`src/gbCpuConsts.svh`:
```
`ifndef GB_CPU_CONSTS_SVH
`define GB_CPU_CONSTS_SVH

// Datapath widths
`define DATA_W 8
`define ADDR_W 16

// Micro-program counter and number of ROM entries in use
`define UPC_W 7
`define UCODE_DEPTH 22

//////////////////////////////////////////////////////////////
// Flow start indices
//////////////////////////////////////////////////////////////

`define FLOW_NOP      7'd0
`define FLOW_LD_R_N   7'd1
`define FLOW_LD_HL_NN 7'd4
`define FLOW_LD_HLM_R 7'd8
// Four entries: ADD, ADC, SUB, SBC
`define FLOW_ALU_R    7'd9
// Two entries: INC, DEC
`define FLOW_INC_DEC  7'd13
`define FLOW_JR       7'd15
`define FLOW_JR_NZ    7'd18

`endif

```
`src/gbCpuPkg.sv`:
```
package gbCpuPkg;

	// Kept opcodes, groups are listed by their base value
	typedef enum logic [7:0]
	{
		opNop    = 8'h00,
		opIncB   = 8'h04,
		opLdBN   = 8'h06,
		opJrN    = 8'h18,
		opJrNzN  = 8'h20,
		opLdHlNn = 8'h21,
		opLdHlmB = 8'h70,
		opAddAB  = 8'h80
	} opcodeT;

	// What the sequencer does after a micro-op
	typedef enum logic [2:0]
	{
		nextOp      = 3'd0,
		nextInc     = 3'd1,
		nextEof     = 3'd2,
		nextIncEof  = 3'd3,
		nextIncEofZ = 3'd4
	} uopNextT;

	typedef enum logic [3:0]
	{
		uNop  = 4'd0,
		uSrm  = 4'd1,
		uSmw  = 4'd2,
		uAdd  = 4'd3,
		uAdc  = 4'd4,
		uSub  = 4'd5,
		uSbc  = 4'd6,
		uInc  = 4'd7,
		uDec  = 4'd8,
		uJrel = 4'd9
	} uopOpT;

	// Register codes follow the opcode field, 6 is (HL) and not a register
	typedef enum logic [3:0]
	{
		opndB    = 4'd0,
		opndC    = 4'd1,
		opndD    = 4'd2,
		opndE    = 4'd3,
		opndH    = 4'd4,
		opndL    = 4'd5,
		opndA    = 4'd7,
		opndSel  = 4'd8,
		opndNone = 4'd9
	} operandT;

	typedef enum logic [1:0]
	{
		seqFetch  = 2'd0,
		seqDecode = 2'd1,
		seqRun    = 2'd2
	} seqStateT;

	typedef struct packed
	{
		uopNextT step;
		uopOpT   op;
		operandT operand;
	} uopT;

endpackage

```
`src/regIf.sv`:
```
`timescale 1ns/1ns
`include "gbCpuConsts.svh"

interface regIf;
	import gbCpuPkg::*;

	operandT rdSelA;
	operandT rdSelB;
	logic [`DATA_W-1:0] rdDataA;
	logic [`DATA_W-1:0] rdDataB;
	logic wrEn;
	operandT wrSel;
	logic [`DATA_W-1:0] wrData;
	// H in the upper byte
	logic [`ADDR_W-1:0] hl;

	modport exec
	(
		output rdSelA, rdSelB, wrEn, wrSel, wrData,
		input  rdDataA, rdDataB, hl
	);

	modport regs
	(
		input  rdSelA, rdSelB, wrEn, wrSel, wrData,
		output rdDataA, rdDataB, hl
	);

endinterface

```
`src/uopIf.sv`:
```
`timescale 1ns/1ns
`include "gbCpuConsts.svh"

interface uopIf;
	import gbCpuPkg::*;

	uopT uop;
	logic uopValid;
	// Register field taken from the latched opcode
	logic [2:0] regSel;
	logic [`ADDR_W-1:0] pc;
	logic zeroFlag;

	modport seq
	(
		output uop, uopValid, regSel, pc,
		input  zeroFlag
	);

	modport exec
	(
		input  uop, uopValid, regSel, pc,
		output zeroFlag
	);

endinterface
```
`src/execUnit.sv`:
```
`timescale 1ns/1ns
`include "gbCpuConsts.svh"

module execUnit
(
	input  logic clk,
	input  logic arstN,
	input  logic [`DATA_W-1:0] memRdData,
	output logic [`ADDR_W-1:0] memAddr,
	output logic [`DATA_W-1:0] memWrData,
	output logic memWe,
	uopIf.exec uopBus,
	regIf.exec regBus
);
	import gbCpuPkg::*;

	uopOpT op;
	operandT opnd;
	logic [`DATA_W:0] aluRes;
	logic [`DATA_W:0] carryIn;
	logic carryFlag;
	logic updZero;
	logic updCarry;

	// Outside seqRun the ROM output is ignored
	assign op = uopBus.uopValid ? uopBus.uop.op : uNop;
	assign opnd = (uopBus.uop.operand == opndSel) ?
		operandT'({1'b0, uopBus.regSel}) : uopBus.uop.operand;
	assign carryIn = {{`DATA_W{1'b0}}, carryFlag};

	// Port A is the accumulator except for INC and DEC
	assign regBus.rdSelA = (op == uInc || op == uDec) ? opnd : opndA;
	assign regBus.rdSelB = opnd;

	//////////////////////////////////////////////////////////////
	// ALU and register write
	//////////////////////////////////////////////////////////////

	always_comb
	begin
		aluRes = '0;
		regBus.wrEn = 1'b0;
		regBus.wrSel = opnd;
		updZero = 1'b0;
		updCarry = 1'b0;
		case (op)
			uSrm:
			begin
				aluRes = {1'b0, memRdData};
				regBus.wrEn = 1'b1;
			end
			uAdd, uAdc, uSub, uSbc:
			begin
				case (op)
					uAdd:    aluRes = {1'b0, regBus.rdDataA} + {1'b0, regBus.rdDataB};
					uAdc:    aluRes = {1'b0, regBus.rdDataA} + {1'b0, regBus.rdDataB} + carryIn;
					uSub:    aluRes = {1'b0, regBus.rdDataA} - {1'b0, regBus.rdDataB};
					default: aluRes = {1'b0, regBus.rdDataA} - {1'b0, regBus.rdDataB} - carryIn;
				endcase
				regBus.wrEn = 1'b1;
				regBus.wrSel = opndA;
				updZero = 1'b1;
				updCarry = 1'b1;
			end
			uInc, uDec:
			begin
				// Carry is left alone here
				if (op == uInc)
					aluRes = {1'b0, regBus.rdDataA} + 1'b1;
				else
					aluRes = {1'b0, regBus.rdDataA} - 1'b1;
				regBus.wrEn = 1'b1;
				updZero = 1'b1;
			end
			default: aluRes = '0;
		endcase
	end

	assign regBus.wrData = aluRes[`DATA_W-1:0];

	// Bit 8 of the result holds carry or borrow
	always_ff @(posedge clk or negedge arstN)
	begin
		if (!arstN)
		begin
			uopBus.zeroFlag <= 1'b0;
			carryFlag <= 1'b0;
		end
		else
		begin
			if (updZero)
				uopBus.zeroFlag <= (aluRes[`DATA_W-1:0] == '0);
			if (updCarry)
				carryFlag <= aluRes[`DATA_W];
		end
	end

	// Memory port
	assign memWe = (op == uSmw);
	assign memAddr = memWe ? regBus.hl : uopBus.pc;
	assign memWrData = regBus.rdDataB;

	// A store lasts a single cycle
	storePulse: assert property (@(posedge clk) disable iff (!arstN)
		memWe |=> !memWe);

endmodule

```
`src/gbCpuCore.sv`:
```
`timescale 1ns/1ns
`include "gbCpuConsts.svh"

module gbCpuCore
(
	input  logic clk,
	input  logic arstN,
	input  logic [`DATA_W-1:0] memRdData,
	output logic [`ADDR_W-1:0] memAddr,
	output logic [`DATA_W-1:0] memWrData,
	output logic memWe,
	output logic instrDone
);

	uopIf uopBus ();
	regIf regBus ();

	// Decode side
	ucodeSequencer sequencer
	(
		.clk(clk),
		.arstN(arstN),
		.memRdData(memRdData),
		.instrDone(instrDone),
		.uopBus(uopBus.seq)
	);

	// Execute side
	execUnit execute
	(
		.clk(clk),
		.arstN(arstN),
		.memRdData(memRdData),
		.memAddr(memAddr),
		.memWrData(memWrData),
		.memWe(memWe),
		.uopBus(uopBus.exec),
		.regBus(regBus.exec)
	);

	regFile regs
	(
		.clk(clk),
		.arstN(arstN),
		.regBus(regBus.regs)
	);

endmodule

```
`src/opcodeDecoder.sv`:
```
`timescale 1ns/1ns
`include "gbCpuConsts.svh"

module opcodeDecoder
(
	input  gbCpuPkg::opcodeT opcode,
	output logic [`UPC_W-1:0] flowIdx
);
	import gbCpuPkg::*;

	logic [7:0] opBits;

	assign opBits = opcode;

	always_comb
	begin
		case (opcode)
			opNop:    flowIdx = `FLOW_NOP;
			opLdHlNn: flowIdx = `FLOW_LD_HL_NN;
			opJrN:    flowIdx = `FLOW_JR;
			opJrNzN:  flowIdx = `FLOW_JR_NZ;
			default:
			begin
				flowIdx = `FLOW_NOP;
				// Groups match on the base value, (HL) forms fall to NOP
				if ((opBits & 8'hC7) == opLdBN && opBits[5:3] != 3'd6)
					flowIdx = `FLOW_LD_R_N;
				// INC and DEC differ only in bit 0
				else if ((opBits & 8'hC6) == opIncB && opBits[5:3] != 3'd6)
					flowIdx = `FLOW_INC_DEC + {{(`UPC_W-1){1'b0}}, opBits[0]};
				// HALT sits in this row at 0x76
				else if ((opBits & 8'hF8) == opLdHlmB && opBits[2:0] != 3'd6)
					flowIdx = `FLOW_LD_HLM_R;
				// ADD, ADC, SUB, SBC rows picked by bits 4:3
				else if ((opBits & 8'hE0) == opAddAB && opBits[2:0] != 3'd6)
					flowIdx = `FLOW_ALU_R + {{(`UPC_W-2){1'b0}}, opBits[4:3]};
			end
		endcase
	end

endmodule

```
`src/regFile.sv`:
```
`timescale 1ns/1ns
`include "gbCpuConsts.svh"

module regFile
(
	input  logic clk,
	input  logic arstN,
	regIf.regs regBus
);
	import gbCpuPkg::*;

	// Indexed by the opcode register code, slot 6 stays zero
	logic [`DATA_W-1:0] regs [0:7];

	assign regBus.rdDataA = regs[regBus.rdSelA[2:0]];
	assign regBus.rdDataB = regs[regBus.rdSelB[2:0]];
	assign regBus.hl = {regs[3'(opndH)], regs[3'(opndL)]};

	always_ff @(posedge clk or negedge arstN)
	begin
		if (!arstN)
		begin
			for (int i = 0; i < 8; i++)
				regs[i] <= '0;
		end
		else if (regBus.wrEn)
		begin
			regs[regBus.wrSel[2:0]] <= regBus.wrData;
		end
	end

	// Operand resolution upstream must always land on a real register
	wrSelValid: assert property (@(posedge clk) disable iff (!arstN)
		regBus.wrEn |-> regBus.wrSel inside {opndB, opndC, opndD, opndE,
			opndH, opndL, opndA});

endmodule

```
`src/ucodeRom.sv`:
```
`timescale 1ns/1ns
`include "gbCpuConsts.svh"

module ucodeRom
(
	input  logic [`UPC_W-1:0] addr,
	output gbCpuPkg::uopT uop
);
	import gbCpuPkg::*;

	always_comb
	begin
		case (addr)
			//////////////////////////////////////////////////////////////
			// Loads and stores
			//////////////////////////////////////////////////////////////

			// NOP, also taken by every unknown opcode
			`FLOW_NOP:
				uop = '{nextIncEof, uNop, opndNone};

			// LD r,n
			`FLOW_LD_R_N:
				uop = '{nextInc, uNop, opndNone};
			`FLOW_LD_R_N + 7'd1:
				uop = '{nextOp, uNop, opndNone};
			`FLOW_LD_R_N + 7'd2:
				uop = '{nextIncEof, uSrm, opndSel};

			// LD HL,nn with the low byte first
			`FLOW_LD_HL_NN:
				uop = '{nextInc, uNop, opndNone};
			`FLOW_LD_HL_NN + 7'd1:
				uop = '{nextInc, uNop, opndNone};
			`FLOW_LD_HL_NN + 7'd2:
				uop = '{nextOp, uSrm, opndL};
			`FLOW_LD_HL_NN + 7'd3:
				uop = '{nextIncEof, uSrm, opndH};

			// LD (HL),r
			`FLOW_LD_HLM_R:
				uop = '{nextIncEof, uSmw, opndSel};

			//////////////////////////////////////////////////////////////
			// Arithmetic
			//////////////////////////////////////////////////////////////

			`FLOW_ALU_R:
				uop = '{nextIncEof, uAdd, opndSel};
			`FLOW_ALU_R + 7'd1:
				uop = '{nextIncEof, uAdc, opndSel};
			`FLOW_ALU_R + 7'd2:
				uop = '{nextIncEof, uSub, opndSel};
			`FLOW_ALU_R + 7'd3:
				uop = '{nextIncEof, uSbc, opndSel};

			`FLOW_INC_DEC:
				uop = '{nextIncEof, uInc, opndSel};
			`FLOW_INC_DEC + 7'd1:
				uop = '{nextIncEof, uDec, opndSel};

			//////////////////////////////////////////////////////////////
			// Relative jumps
			//////////////////////////////////////////////////////////////

			// JR n, offset taken from pc past the operand
			`FLOW_JR:
				uop = '{nextInc, uNop, opndNone};
			`FLOW_JR + 7'd1:
				uop = '{nextOp, uNop, opndNone};
			`FLOW_JR + 7'd2:
				uop = '{nextIncEof, uJrel, opndNone};

			// JR NZ,n falls through when Z is set
			`FLOW_JR_NZ:
				uop = '{nextInc, uNop, opndNone};
			`FLOW_JR_NZ + 7'd1:
				uop = '{nextOp, uNop, opndNone};
			`FLOW_JR_NZ + 7'd2:
				uop = '{nextIncEofZ, uNop, opndNone};
			// Offset byte is read a second time here
			`FLOW_JR_NZ + 7'd3:
				uop = '{nextEof, uJrel, opndNone};

			default:
				uop = '{nextOp, uNop, opndNone};
		endcase
	end

endmodule

```
`src/ucodeSequencer.sv`:
```
`timescale 1ns/1ns
`include "gbCpuConsts.svh"

module ucodeSequencer
(
	input  logic clk,
	input  logic arstN,
	input  logic [`DATA_W-1:0] memRdData,
	output logic instrDone,
	uopIf.seq uopBus
);
	import gbCpuPkg::*;

	seqStateT state;
	logic [`ADDR_W-1:0] pc;
	logic [`ADDR_W-1:0] pcNext;
	logic [`ADDR_W-1:0] relOffset;
	logic [`UPC_W-1:0] upc;
	logic [`UPC_W-1:0] flowIdx;
	logic [`DATA_W-1:0] opcodeQ;
	opcodeT opcodeIn;
	logic stepInc;
	logic stepEnd;

	assign opcodeIn = opcodeT'(memRdData);

	opcodeDecoder decoder (.opcode(opcodeIn), .flowIdx(flowIdx));
	ucodeRom rom (.addr(upc), .uop(uopBus.uop));

	always_comb
	begin
		stepInc = 1'b0;
		stepEnd = 1'b0;
		case (uopBus.uop.step)
			nextInc:     stepInc = 1'b1;
			nextEof:     stepEnd = 1'b1;
			nextIncEof:
			begin
				stepInc = 1'b1;
				stepEnd = 1'b1;
			end
			nextIncEofZ:
			begin
				stepInc = 1'b1;
				stepEnd = uopBus.zeroFlag;
			end
			default:     stepInc = 1'b0;
		endcase
	end

	// Offset byte arrives on the read port during uJrel
	assign relOffset = (uopBus.uop.op == uJrel) ?
		{{(`ADDR_W-`DATA_W){memRdData[`DATA_W-1]}}, memRdData} : '0;
	assign pcNext = pc + {{(`ADDR_W-1){1'b0}}, stepInc} + relOffset;

	always_ff @(posedge clk or negedge arstN)
	begin
		if (!arstN)
		begin
			state <= seqFetch;
			pc <= '0;
			upc <= '0;
			opcodeQ <= '0;
		end
		else
		begin
			case (state)
				seqFetch:  state <= seqDecode;
				seqDecode:
				begin
					opcodeQ <= memRdData;
					upc <= flowIdx;
					state <= seqRun;
				end
				default:
				begin
					pc <= pcNext;
					if (stepEnd)
						state <= seqFetch;
					else
						upc <= upc + 1'b1;
				end
			endcase
		end
	end

	assign uopBus.uopValid = (state == seqRun);
	assign uopBus.pc = pc;
	// Bits 5:3 hold the register in the 0x00-0x3F block, bits 2:0 elsewhere
	assign uopBus.regSel = (opcodeQ[7:6] == 2'b00) ? opcodeQ[5:3] : opcodeQ[2:0];
	assign instrDone = uopBus.uopValid && stepEnd;

	// Every flow ends before running off the populated part of the ROM
	upcInRange: assert property (@(posedge clk) disable iff (!arstN)
		state == seqRun |-> upc < `UCODE_DEPTH);

endmodule

```
`config.mk`:
```
export PLATFORM = sky130hd
export DESIGN_NAME = gbCpuCore
export DESIGN_NICKNAME = d
export VERILOG_FILES = /design/src/gbCpuPkg.sv /design/src/regIf.sv /design/src/uopIf.sv /design/src/execUnit.sv /design/src/gbCpuCore.sv /design/src/opcodeDecoder.sv /design/src/regFile.sv /design/src/ucodeRom.sv /design/src/ucodeSequencer.sv
export VERILOG_INCLUDE_DIRS = /design/src
export SDC_FILE = /design/constraint.sdc
export NUM_CORES = 1
export LEC_CHECK = 0
export BUFFER_PORTS_ARGS = -buffer_cell sky130_fd_sc_hd__buf_2
export CAP_MARGIN = 20
export CORE_ASPECT_RATIO = 1.75
export CORE_UTILIZATION = 35
export DETAILED_ROUTE_END_ITERATION = 12
export GPL_TIMING_DRIVEN = 1
export PLACE_DENSITY_LB_ADDON = 0.15
export SYNTH_ARGS = -nofsm -noshare
export SYNTH_HDL_FRONTEND = slang
export SYNTH_HIERARCHICAL = 1
export SYNTH_SLANG_ARGS = --single-unit
```
`constraint.sdc`:
```
create_clock -name clk -period 9.1 [get_ports clk]
set_clock_uncertainty 0.2 [all_clocks]
set_input_delay 0.91 -clock clk [delete_from_list [all_inputs] [get_ports clk]]
set_output_delay 0.91 -clock clk [all_outputs]
set_load 0.02 [all_outputs]
```
# == After elaboration in Yosys (flattened, before gate mapping) ==
# Memory sizes are Yosys's and may differ from the RTL's.
# Index checks and enable logic that the tools add are counted.
# totals
inputBits,10
out_inout_bits,26
elab_cells,115
rom_bits,320
reg_bits,99
latchBits,0
mem_bits_rw,0
memories,1
# mem_list
name,depth,word_bits,rd,rd_ports_with_merged_regs,write_ports,line,source
(no name shown),32,10,1,0,0,ucodeRom.sv:13,case (addr)
# op_classes
n_bitwise,4
eq_ne,26
shifts,0
n_mux,34
addsub,11
n_mul,0
order_cmp,4
n_reduce_logical,21
div,0
# op_table
cell,count
64-bit bitwise mux,1
9-bit one-hot mux with 3 select lines,2
8-bit binary-select mux with 3-bit select,2
8-bit 2-to-1 mux,5
16-bit 2-to-1 mux,2
7-bit one-hot mux with 4 select lines,1
8-bit demux with 3-bit select,1
5-bit 2-to-1 mux,4
16-bit by 1-bit adder with 16-bit output,1
16-bit adder,1
4-bit by 3-bit equality test with 1-bit output (second input constant),4
8-bit by 6-bit equality test with 1-bit output (second input constant),2
8-bit logical NOT,2
7-bit one-hot mux with 2 select lines,1
4-bit by 2-bit equality test with 1-bit output (second input constant),3
4-bit equality test (second input constant),3
4-bit >= comparator (second input constant),3
3-bit 2-to-1 mux,4
3-bit NOT with 4-bit output,3
11-bit 2-to-1 mux,1
8-bit by 1-bit adder with 9-bit output (second input constant),1
8-bit by 8-bit adder with 9-bit output,1
9-bit by 1-bit adder with 9-bit output,1
9-bit 2-to-1 mux,1
35 further kinds,50

# == Longest topological paths before layout ==
# Gate-level depths: netlist of the first run.
# logic_depth
depth_word,15
ltp_mapped,26
depth_no_buf,23

# == By module ==
# Netlist of the first run, hierarchy kept.
# modules_own_cells
module,area_per_inst_um2,seq_area_each_um2,cells_each,instances
regFile,3659.8,1601.5,217,1
execUnit,2346.0,50.0,344,1
ucodeSequencer,2038.2,825.8,199,1
ucodeRom,261.5,0.0,36,1
opcodeDecoder,241.5,0.0,40,1

# == Worst setup path after synthesis of the first run ==
# No wires, ideal clock.
# synth_path
kind,reg-to-reg
start,reg sequencer.upc[1]
end,"reg regs.regs, in the netlist regs/regBus.hl[14]"
path_slack_ns,3.038
synth_period_minus_slack_ns,6.062
t_required_ns,8.775
n_path_buf,4
stages_incl_launch_ff,27
t_arrival_ns,5.738
setup_ns,0.125
cell_sequence,dfrtp_1 -> inv_1 -> ha_1 -> mux4_2 -> nor2_1 -> nor2_1 -> buf_2 -> nor4b_1 -> o21a_1 -> nand2_1 -> buf_6 -> buf_12 -> mux4_1 -> mux2_2 -> inv_1 -> ha_1 -> inv_1 -> fa_1 -> a211o_1 -> o21ai_0 -> xor2_1 -> nor3b_1 -> a21oi_1 -> o21bai_1 -> nand3_2 -> buf_4 -> mux2_2
# synth_rtl
item,line,source
from (decl),ucodeSequencer.sv:18,logic [`UPC_W-1:0] upc;
from (signal assigned),ucodeSequencer.sv:72,upc <= flowIdx;
from (signal assigned),ucodeSequencer.sv:81,upc <= upc + 1'b1;
"to (signal, indexed assignment)",regFile.sv:28,regs[regBus.wrSel[2:0]] <= regBus.wrData;
to (decl),regFile.sv:13,logic [`DATA_W-1:0] regs [0:7];

==> results of run 1 <==
[worst min path at each step]
| stage | from | slack, ns | end | cells after the start |
|---|---|---|---|---|
| global placement | sequencer/uopBus.pc[15] | 0.26 | sequencer/uopBus.pc[15] | 1 |
| global route | sequencer/uopBus.pc[15] | 0.30 | sequencer/uopBus.pc[15] | 1 |
| detailed placement | sequencer/uopBus.pc[15] | 0.26 | sequencer/uopBus.pc[15] | 1 |
| CTS | sequencer/uopBus.pc[15] | 0.27 | sequencer/uopBus.pc[15] | 1 |
| floorplan | sequencer/uopBus.pc[15] | 0.24 | sequencer/uopBus.pc[15] | 1 |
| finish | sequencer/uopBus.pc[15] | 0.28 | sequencer/uopBus.pc[15] | 1 |
[per-stage QoR]
| step | cell area (um2) | instances | setup slack, ns | util, % | total power [W] |
|---|---|---|---|---|---|
| after floorplan | 8530 | 833 | 3.04 | - | 0.00118 |
| after global placement | 8670 | 1113 | 1.72 | 36.2 | 0.00137 |
| final | 8970 | 1129 | 1.71 | 37.5 | 0.00176 |
| after detailed placement | 8670 | 1113 | 1.73 | 36.2 | 0.00137 |
| after global routing | 8970 | 1129 | 1.22 | 37.5 | 0.00187 |
| after CTS | 8970 | 1129 | 1.73 | 37.5 | 0.00177 |
[layout by cell type (no fill, tap or decap), types with 23 or more instances in the layout]
cell type	instances
nand2_1	96
dfrtp_1	99
ha_1	41
xnor2_1	27
mux4_1	29
buf_2	34
inv_1	34
nor2_1	41
a21oi_1	23
mux2_2	97
[area by class of cell]
| cell class | instances | share of cell area, % |
|---|---|---|
| inverter | 35 | 1.46 |
| tap | 308 | 4.30 |
| sequential | 99 | 27.6 |
| multi-input combinational | 628 | 60.6 |
| clock buffer | 10 | 2.66 |
| clock inverter | 6 | 0.669 |
| timing repair buffer | 43 | 2.65 |
[flip-flops by register name, indices dropped and copies added, names as in the netlist]
register	count
sequencer/state	2
execute/carryFlag	1
sequencer/upc	7
sequencer/opcodeQ	8
sequencer/uopBus.pc	16
regs/regs	48
execute/uopBus.zeroFlag	1
regs/regBus.hl	16
[critical path: stages, from the launching register on]
cell and delay [ns]:
dfrtp_1 0.47, inv_1 0.11, ha_1 0.20, mux4_2 0.47, nor2_1 0.10, nor2_1 0.16, nor4b_1 0.60, o21a_1 0.28
nand2_1 0.59, mux4_1 0.78, mux2_2 0.34, ha_1 0.47, or2_2 0.35, a2111oi_0 0.56, a211oi_2 0.21, nand4b_1 0.16
o21bai_1 0.07, a31oi_1 0.27, o211ai_1 0.43, mux2_2 0.42
[routing by layer]
| metal | vias up | wire length (um) |
|---|---|---|
| met5 | - | 0 |
| met2 | 147 | 13900 |
| met4 | 0 | 1010 |
| met3 | 49 | 613 |
| li1 | 3009 | - |
| met1 | 3285 | 9760 |
[power groups by stage]
stage	combinational, W	sequential, W	clock [W]
floorplan	0.000619	0.000560	0
global route	0.000853	0.000591	0.000425
global placement	0.000780	0.000587	0
detailed placement	0.000779	0.000587	0
finish	0.000784	0.000580	0.000394
CTS	0.000783	0.000579	0.000409
==> out/metrics.yaml, run 1 <==
die_h_um: 208
yosysWarnings: 6
reg2reg_from: "sequencer/upc[1]"
drc: 0
multi_input_area_um2: 5440
synthToLayoutAreaGrowth_pct: 5.21
power_frac_seq_pct: 33.0
cp.required_ns: 9.14
nFillCells: 2485
outcome: "complete, no violations"
viasPerCell: 5.75
sw_frac_of_total_pct: 41.6
io_pins: 36
grt_pass1_vias: 6585
hp-class: "flip-flop to flip-flop"
hold_viol: 0
grt-ovfl-total: 0
vias: 6490
top_usage_layer: "met2"
diodes: 0
post-route-period-util_pct: 81.2
p_comb_share_pct: 44.6
syn-cell-area_um2: 8530
antenna_found_initial: 0
relSlewSlack_pct: 34.2
insertion_delay_ns: 0.37
route.detailed.wl_per_inst_um: 22.4
grt_use_total_pct: 20.7
clkPwrFrac_pct: 22.4
ant_nets: 0
cts_tree: "yes"
ctsHtreeMaxLevel: 3
r2r_slack_ns: 1.71
grtUsageMet1_pct: 22.9
drt-pass1-iter-count: 5
synthCells: 832
grtUsageMet3_pct: 2.49
die-width_um: 120
switching_power_w: 0.000732
p_per_area_nw_per_um2: 196
drt_iter0_markers: 410
postCtsSetupBuffers: 0
grt_max_degree: 56
portBuffers: 35
synth_area_per_cell_um2: 10.2
fin_crit_ns: 7.39
routed_wirelength_mm: 25.3
tightest_slew_ns: 0.980
gp_congestion: 0.883
crit_path_start: "sequencer/upc[1]"
finalSetupTns_ns: 0
intPower_w: 0.00103
path_class: "flip-flop to flip-flop"
die_area_um2: 25000
cts_buffers: 9
max_cap_viol_count: 0
cts_buffer_depth: 2
cp.arrival_ns: 7.43
met2_usage_pct: 38.3
fin_nets: 872
ir_drop_uv: 97.5
start_util_pct: 35.6
r2r_end: "regs/regs[15]"
clock-sinks: 99
endpoint_kind: "flip-flop"
rsz0062_at_grt: "false"
core_um2: 23900
root_buffer: "clkbuf_16"
p_leak_nw: 4.26
dp_hpwl_mm: 19.2
max_freq_ghz: 0.135
seqCellArea_um2: 2480
rr_worst_depth: 19
hold_buffers: 0
cp-endpoint: "regs/regs[15]"
grt_pass1_wl_mm: 39.0
crit_fanout: 16
cts_resized: 0
setup_viol: 0
critPathLaunchType: "flip-flop"
clk_pin_slew_ns: 0.07
hold_ws_ns: 0.277
drive_above_1_share_pct: 22.4
slew_violations: 0
rows: 75
Note: power is estimated with default switching activity, not from simulation.
==> inputs of run 2 (changes only) <==
--- a/config.mk
+++ b/config.mk
@@ -6,6 +6,7 @@
 export SDC_FILE = /design/constraint.sdc
 export NUM_CORES = 1
 export LEC_CHECK = 0
+export ABC_AREA = 1
 export BUFFER_PORTS_ARGS = -buffer_cell sky130_fd_sc_hd__buf_2
 export CAP_MARGIN = 20
 export CORE_ASPECT_RATIO = 1.75
==> constraint.sdc (replaced) <==
create_clock -name clk -period 6.6 [get_ports clk]
set_clock_uncertainty 0.2 [all_clocks]
set_input_delay 0.66 -clock clk [delete_from_list [all_inputs] [get_ports clk]]
set_output_delay 0.66 -clock clk [all_outputs]
set_load 0.02 [all_outputs]
==> run 2 against run 1 <==
Via count increased by 44%. Utilization down 0.26 points. Cell count increased by 64%. First-iteration DRC count grew 31%. Worst setup slack got worse by 1.2 ns. Fmax increased by 22%. Area after synthesis up 11%. Routed wire length rose by 23%. Total power increased by 120%. Sequential share of layout area is 2.5 points lower. Highest routed layer unchanged. Register-to-register slack got worse by 1.2 ns.
==> out/metrics.yaml, run 2 <==
largest_reg_flops: 48  # unchanged
switching_power_w: 0.00210  # +190%
drive_above_1_share_pct: 9.26  # -13 points
cts_buffers: 9  # unchanged
cp_common_cell: "nand2_1"
ir_drop_uv: 148  # +52%
grt_pass1_vias: 9191  # +40%
hp-class: "input pin to async pin"
rsz0062_at_grt: "false"
ant_nets: 0  # unchanged
cp.arrival_ns: 6.07  # -1.36 ns
p_comb_share_pct: 63.7  # +19 points
ctsHtreeMaxLevel: 3  # unchanged
setup_viol: 0  # unchanged
antenna_found_initial: 0  # unchanged
grt_pass1_wl_mm: 49.3  # +27%
placed_cell_area_um2: 9570  # +10%
dp_hpwl_mm: 24.5  # +28%
cts_tree: "yes"
seqCellArea_um2: 2480  # unchanged
mostFrequentLayoutCell: "nand2_1"
max_cap_viol_count: 0  # unchanged
synthCells: 1539  # +85%
crit_fanout: 22  # +6
registers.top_by_ff_count: "regs/regs"
p_per_area_nw_per_um2: 393  # +100%
die_area_um2: 27600  # +10%
drt-pass1-iter-count: 7  # +2
nFillCells: 2995  # +21%
rows: 79  # +5.3%
fin_crit_ns: 6.04  # -1.35 ns
vias: 9357  # +44%
io_pins: 36  # unchanged
die_h_um: 219  # +5.1%
intPower_w: 0.00177  # +73%
gp_congestion: 0.954  # +8.1%
tightest_slew_ns: 1.06  # +0.0814 ns
critPathLaunchType: "flip-flop"
outcome: "complete, no violations"
hold_viol: 0  # unchanged
root_buffer: "clkbuf_16"
cpMaxStageDelayCell: "ha_1"
cp.required_ns: 6.63  # -2.51 ns
hold_buffers: 0  # unchanged
routed_wirelength_mm: 31.1  # +23%
insertion_delay_ns: 0.38  # about the same
final_cell_mix: "580 x nand2_1, 219 x inv_1, 166 x nand3_1, 101 x o21ai_0, 99 x dfrtp_1"
viasPerCell: 5.07  # -12%
drc: 0  # unchanged
grt_use_total_pct: 23.3  # +2.6 points
portBuffers: 35  # unchanged
synthToLayoutAreaGrowth_pct: 4.56
slew_violations: 0  # unchanged
synth_area_per_cell_um2: 6.13  # -40%
path_class: "flip-flop to flip-flop"
relSlewSlack_pct: 29.2  # -5.0 points
endpoint_kind: "flip-flop"
syn-cell-area_um2: 9430  # +11%
final_area_um2: 9860  # +9.9%
sw_frac_of_total_pct: 54.2  # +13 points
power_frac_seq_pct: 22.2  # -11 points
p_leak_nw: 5.22  # +22%
finalSetupTns_ns: 0  # unchanged
cpPeakStageDelay_ns: 0.54  # -0.24 ns
multi_input_area_um2: 5520  # +1.4%
max_freq_ghz: 0.166  # +22%
clock-sinks: 99  # unchanged
yosysWarnings: 6  # unchanged
cts_buffer_depth: 2  # unchanged
grt-ovfl-total: 0  # unchanged
clkPwrFrac_pct: 14.1  # -8.3 points
route.detailed.wl_per_inst_um: 16.8  # -25%
grt_max_degree: 57  # +1.8%
die-width_um: 126  # +5.1%
diodes: 0  # unchanged
post-route-period-util_pct: 91.5  # +10 points
clk_pin_slew_ns: 0.08  # about the same
core_um2: 26500  # +11%
drt_iter0_markers: 536  # +31%
fin_nets: 1574  # +81%
start_util_pct: 35.6  # about the same
## run 2: cell count changes in the layout (fill, tap and decap cells not counted), sizes merged, moves of 10 or more
cell	before	now
nand2b	15	0
mux2	97	3
inv	36	238
nand4	7	23
nor2	41	89
nand2	96	601
a21oi	23	34
xnor2	27	3
mux4	33	0
xor2	17	7
o21ai	19	110
nand3	19	172
## run 2: per-stage QoR
stage               cells  hold slack, ns  setup WS (ns)  utilization, %  total power [W]
finish               1847          0.0796          0.560            37.2          0.00388
detailed placement   1831           0.260          0.561            36.1          0.00334
floorplan            1540           0.164           1.67               -          0.00273
CTS                  1847           0.108          0.523            37.2          0.00391
global placement     1831           0.261          0.561            36.1          0.00334
global route         1847           0.125         0.0686            37.2          0.00425
## run 2: path summary, 6_finish.rpt
| kind | slack, ns | from | depth (start not counted) | to |
|---|---|---|---|---|
| max in group asynchronous | 4.94 | arstN | 2 | regs/regs[15] |
| min in group clk | 0.27 | sequencer/opcodeQ[0] | 2 | sequencer/opcodeQ[0] |
| hold reg to reg | 0.27 | sequencer/opcodeQ[0] | 2 | sequencer/opcodeQ[0] |
| hold / removal | 0.08 | arstN | 1 | sequencer/uopBus.pc[12] |
| setup / recovery | 0.56 | sequencer/upc[1] | 32 | regs/regs[63] |
| setup reg to reg | 0.56 | sequencer/upc[1] | 32 | regs/regs[63] |
## run 2: per-layer routing
metal	GRT usage, %	routed length [um]
met1	25.1	12000
met2	44.3	16600
met3	2.61	1000
met4	12.0	1450
met5	0	0
## run 2: layout make-up
type,instances,share of cell area [%]
clock inverter,7,0.685
timing repair buffer,48,2.79
clock buffer,9,2.28
sequential,99,25.1
multi-input combinational,1123,56.0
inverter,237,9.06
tap,324,4.11
## run 2: what timing repair did
| item | 4_1_cts | 5_1_grt |
|---|---|---|
| setup buffers | 0 | 0 |
| setup endpoints to repair | 0 | 7 |
| resized for setup | 0 | 1 |
## run 2: power groups by stage
stage	sequential, W	combinational, W	clock, W
6_report	0.000861	0.00247	0.000548
2_1_floorplan	0.000839	0.00189	0
4_1_cts	0.000861	0.00248	0.000564
3_3_place_gp	0.000870	0.00247	0
5_1_grt	0.000881	0.00279	0.000585
3_5_place_dp	0.000872	0.00247	0
## run 2: worst max-delay path: cells and delay by family, from the launching register on
family / cells / cell delay (ns)
compound gates: 3 / 0.66
buf+inv: 7 / 1.25
simple gates: 20 / 2.56
flops: 1 / 0.49
fa+ha+maj: 2 / 0.71
